==> src/source/cpu_pkg.sv <==
// Shared widths, instruction encoding and stage structs; imported by every pipeline module
package cpu_pkg;

    localparam int NUM_REGS = 64;

    typedef logic [63:0] word_t;
    typedef logic [63:0] addr_t;
    typedef logic [31:0] inst_t;
    typedef logic [5:0]  reg_num_t;
    typedef logic [2:0]  unit_t;
    typedef logic [1:0]  alu_op_t;

    // Execution units; any other code decodes to a nop
    localparam unit_t UNIT_NOP = 3'd0;
    localparam unit_t UNIT_ALU = 3'd1;

    localparam alu_op_t OP_ADD = 2'd0;
    localparam alu_op_t OP_SUB = 2'd1;
    localparam alu_op_t OP_AND = 2'd2;
    localparam alu_op_t OP_XOR = 2'd3;

    // Bit positions of the 32-bit instruction fields
    localparam int IMM_FLAG_BIT = 31;
    localparam int UNIT_HI      = 30;
    localparam int UNIT_LO      = 28;
    localparam int OP_HI        = 27;
    localparam int OP_LO        = 26;
    localparam int RD_HI        = 25;
    localparam int RD_LO        = 20;
    localparam int RS1_HI       = 19;
    localparam int RS1_LO       = 14;
    localparam int RS2_HI       = 13;
    localparam int RS2_LO       = 8;
    localparam int IMM_HI       = 13;
    localparam int IMM_LO       = 0;

    // One decoded instruction as it leaves decode
    typedef struct packed {
        logic     imm_flag;
        unit_t    unit;
        alu_op_t  op;
        reg_num_t rd;
        reg_num_t rs1;
        reg_num_t rs2;
        word_t    imm;
    } decoded_t;

    // Destination register and value from an ALU or commit
    typedef struct packed {
        reg_num_t rn;
        word_t    data;
    } result_t;

endpackage

==> src/source/ex_alu.sv <==
// Single-cycle ALU: computes on enable and holds its result until commit accepts it
module ex_alu
    import cpu_pkg::*;
(
    input  logic     clk,
    input  logic     rst_n,
    input  logic     en,
    input  decoded_t issue,
    input  word_t    in1,
    input  word_t    in2,
    output logic     busy,
    output result_t  res,
    output logic     valid,
    input  logic     stall
);

    word_t operand2;
    word_t alu_out;

    assign operand2 = issue.imm_flag ? issue.imm : in2;

    always_comb begin
        case (issue.op)
            OP_ADD:  alu_out = in1 + operand2;
            OP_SUB:  alu_out = in1 - operand2;
            OP_AND:  alu_out = in1 & operand2;
            OP_XOR:  alu_out = in1 ^ operand2;
            default: alu_out = '0;
        endcase
    end

    // Valid drops only once commit has taken the result
    always_ff @(posedge clk or negedge rst_n) begin
        if (!rst_n) begin
            valid <= 1'b0;
        end else if (en) begin
            valid <= 1'b1;
        end else if (!stall) begin
            valid <= 1'b0;
        end
    end

    always_ff @(posedge clk) begin
        if (en) begin
            res.rn   <= issue.rd;
            res.data <= alu_out;
        end
    end

    // Not eligible for issue while a result is held
    assign busy = valid;

endmodule

==> config.mk <==
export PLATFORM = sky130hd
export DESIGN_NAME = ex_alu
export DESIGN_NICKNAME = d
export VERILOG_FILES = /design/src/source/cpu_pkg.sv /design/src/source/ex_alu.sv
export SDC_FILE = /design/constraint.sdc
export NUM_CORES = 1
export LEC_CHECK = 0
export BUFFER_PORTS_ARGS = -buffer_cell sky130_fd_sc_hd__buf_2
export CAP_MARGIN = 40
export CORE_ASPECT_RATIO = 1.25
export CORE_MARGIN = 3
export CORE_UTILIZATION = 55
export CTS_CLUSTER_SIZE = 16
export DETAILED_ROUTE_END_ITERATION = 6
export PLACE_DENSITY = 0.85
export SLEW_MARGIN = 5
export SYNTH_ARGS = -nofsm -noshare
export SYNTH_HDL_FRONTEND = slang
export SYNTH_SLANG_ARGS = --single-unit
==> constraint.sdc <==
create_clock -name clk -period 0.9 [get_ports clk]
set_input_delay 0.09 -clock clk [delete_from_list [all_inputs] [get_ports clk]]
set_output_delay 0.09 -clock clk [all_outputs]
set_load 0.02 [all_outputs]
==> flow_results.org, run 1 <==
** Synth
- The synthesized design contains 70 enable-type register cells.
- In this run, distinct cell masters in the synthesized netlist total 74.
- After technology mapping, the gate count stands at 1315.
- After synthesis the netlist holds a flip-flop and latch count of just over 70.
- Proportion of synthesized chip area in sequential cells :: 19.81%
- Syn Nets :: 1664
- For this run, asynchronously set or reset flops after synthesis account for 1.408%.
- In this run the mean area of a mapped cell was 8.166 um2.
- Post-Syn Area :: 10740 um2
- Synth warn :: 0
- Among all flip-flop cells after synthesis, the most frequent one is sky130_fd_sc_hd__edfxtp_1.

** GRT
- Global routing used about four fifths of the available tracks.
- Global-route wire length before repair :: 131700 um
- Maximum number of pins on one net before global-route repair :: 65
- Number of global-route vias before repair :: 20550
- Global routing finished with a remaining overflow of 244.

** Die
- Std cell rows :: 56
- Starting Density :: 56.55%
- Width of the die :: around 130 um
- Die Height :: 162.2 um
- For this design the top-level I/O count stands at between 200 and 300.

** Clock network
- Clock sinks :: 71
- Number of buffers inserted during clock tree synthesis :: 9
- # H-tree levels :: 3
- Clock Root Buffer :: sky130_fd_sc_hd__clkbuf_16
- Bufs on Longest Clock Path :: 2

** Run status
- Status :: aborted with a tool error
- Error that ended the run :: [ERROR GRT-0116] Global routing finished with congestion. Check the congestion regions in the DRC Viewer.
- It got as far as global routing and failed there.

** Place
- At the end of routability-driven placement, the weighted congestion stood at ~1.1.
- Port buffering added 276 buffers.
- Detailed-placement wirelength estimate :: 37490 um
-- logic make-up after synthesis --
logic type / Yosys count / synth area share (%)
compound gates: 376 / 21.07
xor+xnor: 116 / 9.601
fa+ha+maj: 129 / 15.10
buf+inv: 105 / 4.160
flops: 71 / 19.81
mux: 121 / 11.97
simple gates: 397 / 18.29
-- Yosys cell counts, types with 11 or more instances --
cell                       count  area [um2]
sky130_fd_sc_hd__a21oi_1     142       710.7
sky130_fd_sc_hd__ha_1        128        1602
sky130_fd_sc_hd__nor2_1      119       446.7
sky130_fd_sc_hd__nand2_1     113       424.2
sky130_fd_sc_hd__o21ai_0      87       435.4
sky130_fd_sc_hd__xnor2_1      73       639.4
sky130_fd_sc_hd__edfxtp_1     70        2102
sky130_fd_sc_hd__mux2i_1      64       640.6
sky130_fd_sc_hd__mux2_2       56       630.6
sky130_fd_sc_hd__inv_1        47       176.4
sky130_fd_sc_hd__xor2_1       42       367.9
sky130_fd_sc_hd__clkbuf_1     37       138.9
sky130_fd_sc_hd__nor3_1       35       175.2
sky130_fd_sc_hd__a21o_1       27       202.7
sky130_fd_sc_hd__nand4_1      19       118.9
sky130_fd_sc_hd__a31oi_1      16       100.1
sky130_fd_sc_hd__nor3b_1      14       105.1
sky130_fd_sc_hd__o21bai_1     14       105.1
sky130_fd_sc_hd__a211oi_1     13       97.59
sky130_fd_sc_hd__nand2b_1     13       81.33
sky130_fd_sc_hd__nand3_1      13       65.06
sky130_fd_sc_hd__nor4_1       11       68.82
sky130_fd_sc_hd__o211ai_1     11       82.58
-- through the flow --
stage | setup TNS [ns] | instance area (um2) | std cells | worst slack (ns)
after floorplan | -207.95 | 11010 | 1315 | -4.277
after global placement | -193.85 | 15840 | 2245 | -3.868
after detailed placement | -204.36 | 15840 | 2245 | -4.113
after CTS | -172.35 | 17660 | 2318 | -3.317
-- metal layers --
metal | GRT overflow | GRT usage, %
met1 | 4 | 78.87
met2 | 159 | 94.55
met3 | 4 | 67.43
met4 | 77 | 77.08
met5 | 0 | 31.37
-- repair_timing --
| item | in CTS |
|---|---|
| endpoints found under the hold margin | 8 |
| resized for setup | 233 |
| gates cloned | 1 |
| setup buffers | 50 |
| pin swaps | 123 |
| setup endpoints to repair | 136 |
| hold buffers | 8 |
==> run 2, diff against run 1 <==
--- a/config.mk
+++ b/config.mk
@@ -7,12 +7,10 @@
 export LEC_CHECK = 0
 export BUFFER_PORTS_ARGS = -buffer_cell sky130_fd_sc_hd__buf_2
 export CAP_MARGIN = 40
-export CORE_ASPECT_RATIO = 1.25
 export CORE_MARGIN = 3
-export CORE_UTILIZATION = 55
-export CTS_CLUSTER_SIZE = 16
+export CORE_UTILIZATION = 40
 export DETAILED_ROUTE_END_ITERATION = 6
-export PLACE_DENSITY = 0.85
+export PLACE_DENSITY_LB_ADDON = 0.15
 export SLEW_MARGIN = 5
 export SYNTH_ARGS = -nofsm -noshare
 export SYNTH_HDL_FRONTEND = slang
==> run 2 against run 1 <==
Against the previous run:
- the flow now finishes, with violations (negative setup slack)
- synthesized cell count unchanged
- synthesized area unchanged
==> flow_results.org, run 2 <==
** Flow run
- Max cap viols :: 0

** Pwr
- Cell leakage power :: 8.819 nW
- Max rail drop VDD :: 0.8947 mV
- After layout, the design draws a total of 25.07 mW.
- For this design the ratio of total power to cell area is 1335 nW/um2.

** Die
- In this run the core area contains 59 standard-cell rows.
- The die covers between 20000 and 30000 um2.
- # IOs :: between 200 and 300
- From left edge to right edge, the die measures 169.8 um.
- Starting Density :: between 40% and 50%
- Die Height :: 169.8 um
- Core box area :: between 20000 and 30000 um2

** Clock network
- The tree is rooted in a sky130_fd_sc_hd__clkbuf_16.
- Clock sinks :: 71
- CTS clk-pin slew, worst paths :: 0.07 ns
- TritonCTS built the clock tree.
- Buffers inserted during clock tree synthesis total 9.
- Clock insertion delay at the later pin of the skew report :: 0.36 ns
- CTS built an H-tree with a depth of 3.
- The longest clock path from root to sink contains 2 buffers.

** Synth
- The most used flip-flop cell after synthesis is sky130_fd_sc_hd__edfxtp_1.
- Average instance area after synthesis :: 8.166 um2
- The commonest cells after synthesis are sky130_fd_sc_hd__a21oi_1 (142), sky130_fd_sc_hd__ha_1 (128), sky130_fd_sc_hd__nor2_1 (119).
- Post-synth top area cell :: sky130_fd_sc_hd__edfxtp_1
- Post-Syn Instances :: 1315
- After synthesis, the largest area contributor takes up 19.58% of total cell area.
- sky130_fd_sc_hd__a21oi_1 is the most common cell in the netlist.
- For this run, asynchronously set or reset flops after synthesis account for under 10%.
- For this run, the register share of the synthesized area comes to ~20%.
- Yosys cell types :: 74
- Post-Syn Area :: 10740 um2
- Synth warn :: 0
- Syn Nets :: around 1700
- Main area contributors after synthesis :: sky130_fd_sc_hd__edfxtp_1 (20%), sky130_fd_sc_hd__ha_1 (15%), sky130_fd_sc_hd__a21oi_1 (6.6%)
- Yosys mapped a number of flops with a built-in enable equal to 70.
- Number of synthesized register bits :: 71

** Min path
- Min-Delay Path Class :: in2async

** Timing
- Slew headroom :: 57.21%
- For the pin with the worst max-slew slack, the measured transition is 0.6418 ns.
- Shortest clock period the worst path allows after layout :: 4.454 ns
- Number of endpoints failing setup at the final stage :: 136
- Post-route setup slack :: -3.554 ns
- Number of failing hold endpoints at the final stage :: 0
- For this run, the top clock speed supported by timing is between 0.2 and 0.25 GHz.
- Worst clock skew :: 0 ns
- Adding up every negative setup slack in the final design gives -181.70 ns.
- The final critical path takes up 494.9% of the cycle.
- Setup repair after global routing missed its margin :: yes
- Number of slew-limit violations in the final report :: 0

** Layout
- The library cell used most frequently in the layout, excluding fill and tap cells, is sky130_fd_sc_hd__buf_4.
- The post-route netlist has 53.42% of its cells at a drive strength greater than 1.
- Register bank with the most flops :: res
- Layout net count :: 2433
- The repair_antennas step left the layout with diodes totalling 0.
- In the final layout, the multi-input gates occupy 9628 um2.
- The top cell types in the final layout, fill and taps aside, are sky130_fd_sc_hd__buf_4 (479), sky130_fd_sc_hd__buf_2 (221), sky130_fd_sc_hd__ha_1 (119), sky130_fd_sc_hd__nor2_1 (108), sky130_fd_sc_hd__nand2_1 (95).
- Largest register FFs :: 70
- Layout Utilization :: 71.65%
- Number of fill cells :: 2069
- Sequential cell area :: approximately 2100 um2
- Layout-stage area growth over the synthesis result :: 74.88%

** Place
- During placement, the flow inserted port buffers numbering about 280.
- At the end of routability-driven placement, the weighted congestion stood at 0.9503.
- Summed over all nets, the half-perimeter wirelength after detailed placement is 33970 um.

** Routing
- DRC marker count from the first detailed-route iteration :: approximately 800
- Routed wirelength normalized by instance count :: around 19 um
- Average via count per standard cell :: 5.479
- The count of nets left with antenna violations once routing finished came out at 0.
- Via total after detailed routing :: ~13000
- After detailed routing, the number of remaining DRC violations is 0.
- First-pass iteration count of the detailed router :: 5
- Routed Wire Length :: 45020 um

** Critical path
- The worst setup path is of the in2reg kind.
- Along the worst path, the maximum fanout reaches 16.
- STA classifies the critical path startpoint as a primary input.
- The worst setup path is captured at a register.
- Data arrives at the worst endpoint at ~4.6 ns.
- Endpoint required time on the critical path :: between 1 and 1.5 ns

** GRT
- Number of global-route vias before repair :: 13200
- The first global-routing pass estimated about 67000 um of wire.
- Total congestion overflow after global routing :: 0
- Global routing used 29.10% of the available tracks.
- The initial antenna violation count came to 0.
- Maximum number of pins on one net before global-route repair :: 69

** Run status
- The flow ran to the end, but the final reports show violations.
- The checks that failed: negative setup slack.
-- run 2: cell counts after synthesis --
Identical to the previous run, type by type.
-- run 2: path summary, 6_finish.rpt --
kind | startpoint | endpoint | slack (ns) | cells after the start
setup / recovery | issue[87] | res[63]$_DFFE_PP_ | -3.55 | 24
setup reg to reg | busy$_DFFE_PN0P_ | busy$_DFFE_PN0P_ | 0.19 | 1
min in group clk | en | res[36]$_DFFE_PP_ | 0.12 | 2
hold reg to reg | busy$_DFFE_PN0P_ | busy$_DFFE_PN0P_ | 0.57 | 1
max in group asynchronous | rst_n | busy$_DFFE_PN0P_ | 0.78 | 2
hold / removal | rst_n | busy$_DFFE_PN0P_ | 0.04 | 2
-- run 2: final cells by class --
type                       count  area share [%]
clock inverter                 7          0.4065
clock buffer                   9           1.199
tap                          335           2.232
timing repair buffer         816           32.61
multi-input combinational   1139           51.27
sequential                    71           11.33
inverter                      47          0.9528
-- run 2: per-layer routing --
layer	vias up	part of all wire, %	GRT usage [%]
li1	6410	-	-
met1	6350	43	37.88
met2	446	49	51.69
met3	74	5.2	2.927
met4	0	2.1	7.397
met5	-	0	0
-- run 2: cell families (layout without fill, tap and decap cells) --
group	count (synthesis)	count (layout)	synth area share, %
xor+xnor	116	116	9.601
flops	71	71	19.81
mux	121	121	11.97
simple gates	397	397	18.29
buf+inv	105	879	4.160
compound gates	376	376	21.07
fa+ha+maj	129	129	15.10
-- run 2: timing repair --
action                                  CTS  global route
endpoints found under the setup margin  136           136
cloned                                    1             0
pin swaps                                90            78
resized for setup                       223           218
hold buffers                              8             0
buffers inserted                         59            28
hold endpoints to repair                  8             0
-- run 2: power breakdown --
group / internal [mW] / total, mW / switching [mW]
clock: 2.18 / 4.09 / 1.91
combinational: 8.24 / 16.4 / 8.12
sequential: 4.37 / 4.61 / 0.244
total: 14.8 / 25.1 / 10.3
-- run 2: critical path: stages --
cell and delay (ns):
sky130_fd_sc_hd__buf_12 0.13, sky130_fd_sc_hd__buf_12 0.14, sky130_fd_sc_hd__buf_8 0.14, sky130_fd_sc_hd__buf_12 0.15
sky130_fd_sc_hd__o32ai_1 0.43, sky130_fd_sc_hd__o21ai_1 0.24, sky130_fd_sc_hd__or2_1 0.29, sky130_fd_sc_hd__buf_4 0.17
sky130_fd_sc_hd__nor4_4 0.26, sky130_fd_sc_hd__buf_4 0.19, sky130_fd_sc_hd__nand2_4 0.07, sky130_fd_sc_hd__o31ai_4 0.20
sky130_fd_sc_hd__xnor2_1 0.15, sky130_fd_sc_hd__ha_1 0.29, sky130_fd_sc_hd__and3_4 0.20, sky130_fd_sc_hd__and3_4 0.21
sky130_fd_sc_hd__nand3_4 0.09, sky130_fd_sc_hd__nor2_2 0.05, sky130_fd_sc_hd__o211ai_1 0.24, sky130_fd_sc_hd__nand2_2 0.17
sky130_fd_sc_hd__buf_4 0.17, sky130_fd_sc_hd__a311oi_2 0.25, sky130_fd_sc_hd__nor3_1 0.07, sky130_fd_sc_hd__nand3b_1 0.15
-- run 2: stage by stage --
step                      area, um2  hold WS, ns  setup slack [ns]  std cells
after CTS                     17720      0.01758            -3.461       2397
after floorplan               11010      -0.2056            -4.277       1315
final                         18780      0.03588            -3.554       2424
after detailed placement      15920      -0.1332            -4.215       2314
after global routing          18780      0.04092            -3.740       2424
after global placement        15900      -0.1360            -4.178       2313
Note: power is estimated with default switching activity, not from simulation.
==> run 3, diff against run 2 <==
==> constraint.sdc (replaced) <==
create_clock -name clk -period 4.2 [get_ports clk]
set_input_delay 0.42 -clock clk [delete_from_list [all_inputs] [get_ports clk]]
set_output_delay 0.42 -clock clk [all_outputs]
set_load 0.02 [all_outputs]
==> run 3 against run 2 <==
Against the previous run:
- the flow still finishes with violations (negative setup slack)
- hold slack improved by 0.20 ns
- total power fell by 80%
- combinational power fell by 81%
- non-clock buffer count fell by 116
- first-iteration DRC count fell by 2.5%
- global-route usage fell by 1.1 points
- clock skew did not move
- setup slack improved by 3.0 ns
- critical path type unchanged
- highest routed layer unchanged
==> flow_results.org, run 3 (synthesized netlist as in run 2, its figures left out) <==
** Place
- Worst slack, placed :: -1.219 ns
- Placement-stage cell area :: roughly 15000 um2
- In this run the tool buffered the top-level ports with 276 buffer cells.
- Detailed-placement wirelength estimate :: 32780 um
- Routability-driven placement finished with a final weighted congestion of 0.9352.

** Layout
- Layout Utilization :: 65.31%
- Layout-stage area growth over the synthesis result :: 59.39%
- Largest register FFs :: 70
- Summing all non-filler instances in the final layout gives an area of approximately 17000 um2.
- Leaving out fill and tap cells, the most frequent cell in the layout is sky130_fd_sc_hd__buf_4.
- Register bank with the most flops :: res
- Summing all multi-input logic gate instances after layout gives between 9000 and 10000 um2.
- After filler insertion, the fill cell instance count of the layout stands at ~2200.
- Layout net count :: 2317
- Number of diodes :: 0
- Of the cells placed in the final design, the portion with a size suffix greater than 1 is approximately 49%.
- Commonest non-fill, non-tap cells in the layout :: sky130_fd_sc_hd__buf_4 (388), sky130_fd_sc_hd__buf_2 (272), sky130_fd_sc_hd__ha_1 (123), sky130_fd_sc_hd__nor2_1 (107), sky130_fd_sc_hd__a21oi_1 (104)
- Sequential cell area :: 2127 um2

** Routing
- The detail route stage leaves a number of antenna-violating nets equal to 0.
- The pre-antenna-repair detailed-routing pass consisted of 5 iterations.
- DRC Markers :: 0
- Dividing the detail-routed wire length by the instance count gives 18.42 um.
- After detailed routing, the number of vias per cell comes to ~5.5.
- Wires add up to 42510 um.
- The detailed router finished its first iteration with ~770 violations.
- Via total after detailed routing :: roughly 13000

** Pwr
- Pwr dens :: 290.9 nW/um2
- Max rail drop VDD :: 0.2388 mV
- Cell leakage power :: ~8 nW

** Timing
- For this run, the top clock speed supported by timing is 0.2109 GHz.
- Number of endpoints failing setup at the final stage :: 40
- Setup slack on the critical path of the routed design comes to -0.5411 ns.
- Slew of the pin with the lowest slew margin :: 0.8082 ns
- Fin crit share :: 112.9%
- Number of slew-limit violations in the final report :: 0
- Number of failing hold endpoints at the final stage :: 0
- Final Hold Slack :: 0.2365 ns
- Setup repair after global routing missed its margin :: yes
- In this run the tightest slew margin relative to its limit is 46.12%.
- On the final layout, the worst clock skew is 0 ns.
- Shortest clock period the worst path allows after layout :: 4.741 ns
- Total Negative Setup Slacks :: -13.40 ns

** Min path
- Counting instances, the worst hold path has a depth of 1.
- Min-Delay Path Class :: in2reg

** Die
- # IOs :: slightly below 300
- Std cell rows :: 59
- Width of the die :: 169.8 um
- The die covers around 29000 um2.
- Die Height :: roughly 170 um
- In this run the standard cell core region covers between 20000 and 30000 um2.
- Starting Density :: 40.97%

** GRT
- The number of global-route vias before repair is between 10000 and 15000.
- In the global route stage, overall resource usage came out at between 20% and 30%.
- Global-route wire length before repair :: 64990 um
- Entering global routing, the biggest net connects 74 pins.
- After global routing the overflow that remains totals 0.
- Initial antenna violation count :: 0

** Clock network
- Counting the buffers created by CTS gives 9.
- No sink is reached through more buffers than the 2 on the longest clock path.
- The H-tree generated during clock tree synthesis spans 3 levels.
- CTS tree :: yes
- After clock tree synthesis, the clock-pin slew on the worst setup and hold paths is 0.07 ns.
- Clock Root Buffer :: sky130_fd_sc_hd__clkbuf_16
- Clock sinks :: 71
- Clock insertion delay at the later pin of the skew report :: 0.35 ns

** Critical path
- The critical path is of the in2reg type.
- The worst setup path is launched from a primary input.
- Worst endpoint data arrival time :: ~5.0 ns
- For the worst flop-to-flop path, the logic depth is 1.
- STA puts the critical path data required time at 4.43 ns.
- Critical path endpoint category :: register
- Of all nets on the critical path, the largest fanout is 8.

** Run status
- Violations in the final reports :: negative setup slack
- Status :: complete, but fails checks

** Flow run
- Across the run, the number of max-cap violations was 0.
==> run 3: cell count changes in the layout (fill, tap and decap cells not counted), moves of 16 or more <==
cell	before	now
sky130_fd_sc_hd__a21oi_1	88	104
sky130_fd_sc_hd__buf_2	221	272
sky130_fd_sc_hd__buf_4	479	388
sky130_fd_sc_hd__buf_6	92	30
sky130_fd_sc_hd__o21ai_0	19	46
sky130_fd_sc_hd__o21ai_1	45	22
==> run 3: report_power, final <==
part | switching, mW | internal (mW) | total (mW)
Sequential | 0.0320 | 0.934 | 0.966
Clock | 0.398 | 0.469 | 0.866
Combinational | 1.64 | 1.50 | 3.15
==> run 3: timing repair <==
item | in CTS | in global routing
hold endpoints to repair | 1 | 0
buffers inserted | 40 | 33
hold buffers | 1 | 0
endpoints found under the setup margin | 45 | 46
resized for setup | 136 | 127
pin swaps | 43 | 69
cloned | 1 | 1
==> run 3: metal layers <==
metal | vias up | part of all wire (%) | GRT usage, % | wire length (um)
li1 | 6187 | - | - | -
met1 | 5953 | 44 | 36.93 | 18910
met2 | 384 | 49 | 48.50 | 20840
met3 | 71 | 4.4 | 3.415 | 1865
met4 | 0 | 2.1 | 7.397 | 896
met5 | - | 0 | 0 | 0
==> run 3: final cells by class <==
type,instances,share of cell area [%]
inverter,47,1.031
tap,335,2.449
timing repair buffer,700,28.07
sequential,71,12.43
clock inverter,7,0.4606
clock buffer,9,1.316
multi-input combinational,1139,54.24
==> run 3: metrics by stage <==
stage	cells	power (mW)
floorplan	1315	2.481
global placement	2222	3.625
detailed placement	2223	3.642
CTS	2280	4.746
global route	2308	5.272
finish	2308	4.979
==> run 3: critical path, stage by stage <==
cell and delay (ns):
sky130_fd_sc_hd__buf_12 0.12, sky130_fd_sc_hd__buf_12 0.14, sky130_fd_sc_hd__buf_8 0.12, sky130_fd_sc_hd__buf_4 0.15, sky130_fd_sc_hd__nor3_2 0.16, sky130_fd_sc_hd__a21oi_1 0.07
sky130_fd_sc_hd__or4_4 0.55, sky130_fd_sc_hd__buf_6 0.16, sky130_fd_sc_hd__nor4_4 0.35, sky130_fd_sc_hd__and2b_1 0.23, sky130_fd_sc_hd__and2_4 0.20, sky130_fd_sc_hd__buf_4 0.12
sky130_fd_sc_hd__a21oi_2 0.06, sky130_fd_sc_hd__xnor2_1 0.15, sky130_fd_sc_hd__ha_2 0.39, sky130_fd_sc_hd__nand4_1 0.14, sky130_fd_sc_hd__o21a_1 0.25, sky130_fd_sc_hd__o21ai_4 0.20
sky130_fd_sc_hd__o2111ai_4 0.20, sky130_fd_sc_hd__a21o_1 0.27, sky130_fd_sc_hd__a2111oi_2 0.36, sky130_fd_sc_hd__nand3b_1 0.15
==> run 3: worst paths after layout <==
kind                                           to        startpoint  slack [ns]
worst min register to register   busy$_DFFE_PN0P_  busy$_DFFE_PN0P_        0.50
min in group asynchronous        busy$_DFFE_PN0P_             rst_n        0.36
worst max register to register   busy$_DFFE_PN0P_  busy$_DFFE_PN0P_        3.54
worst min-delay path            res[65]$_DFFE_PP_         issue[77]        0.24
worst max-delay path            res[56]$_DFFE_PP_         issue[87]       -0.54
max in group asynchronous        busy$_DFFE_PN0P_             rst_n        3.76
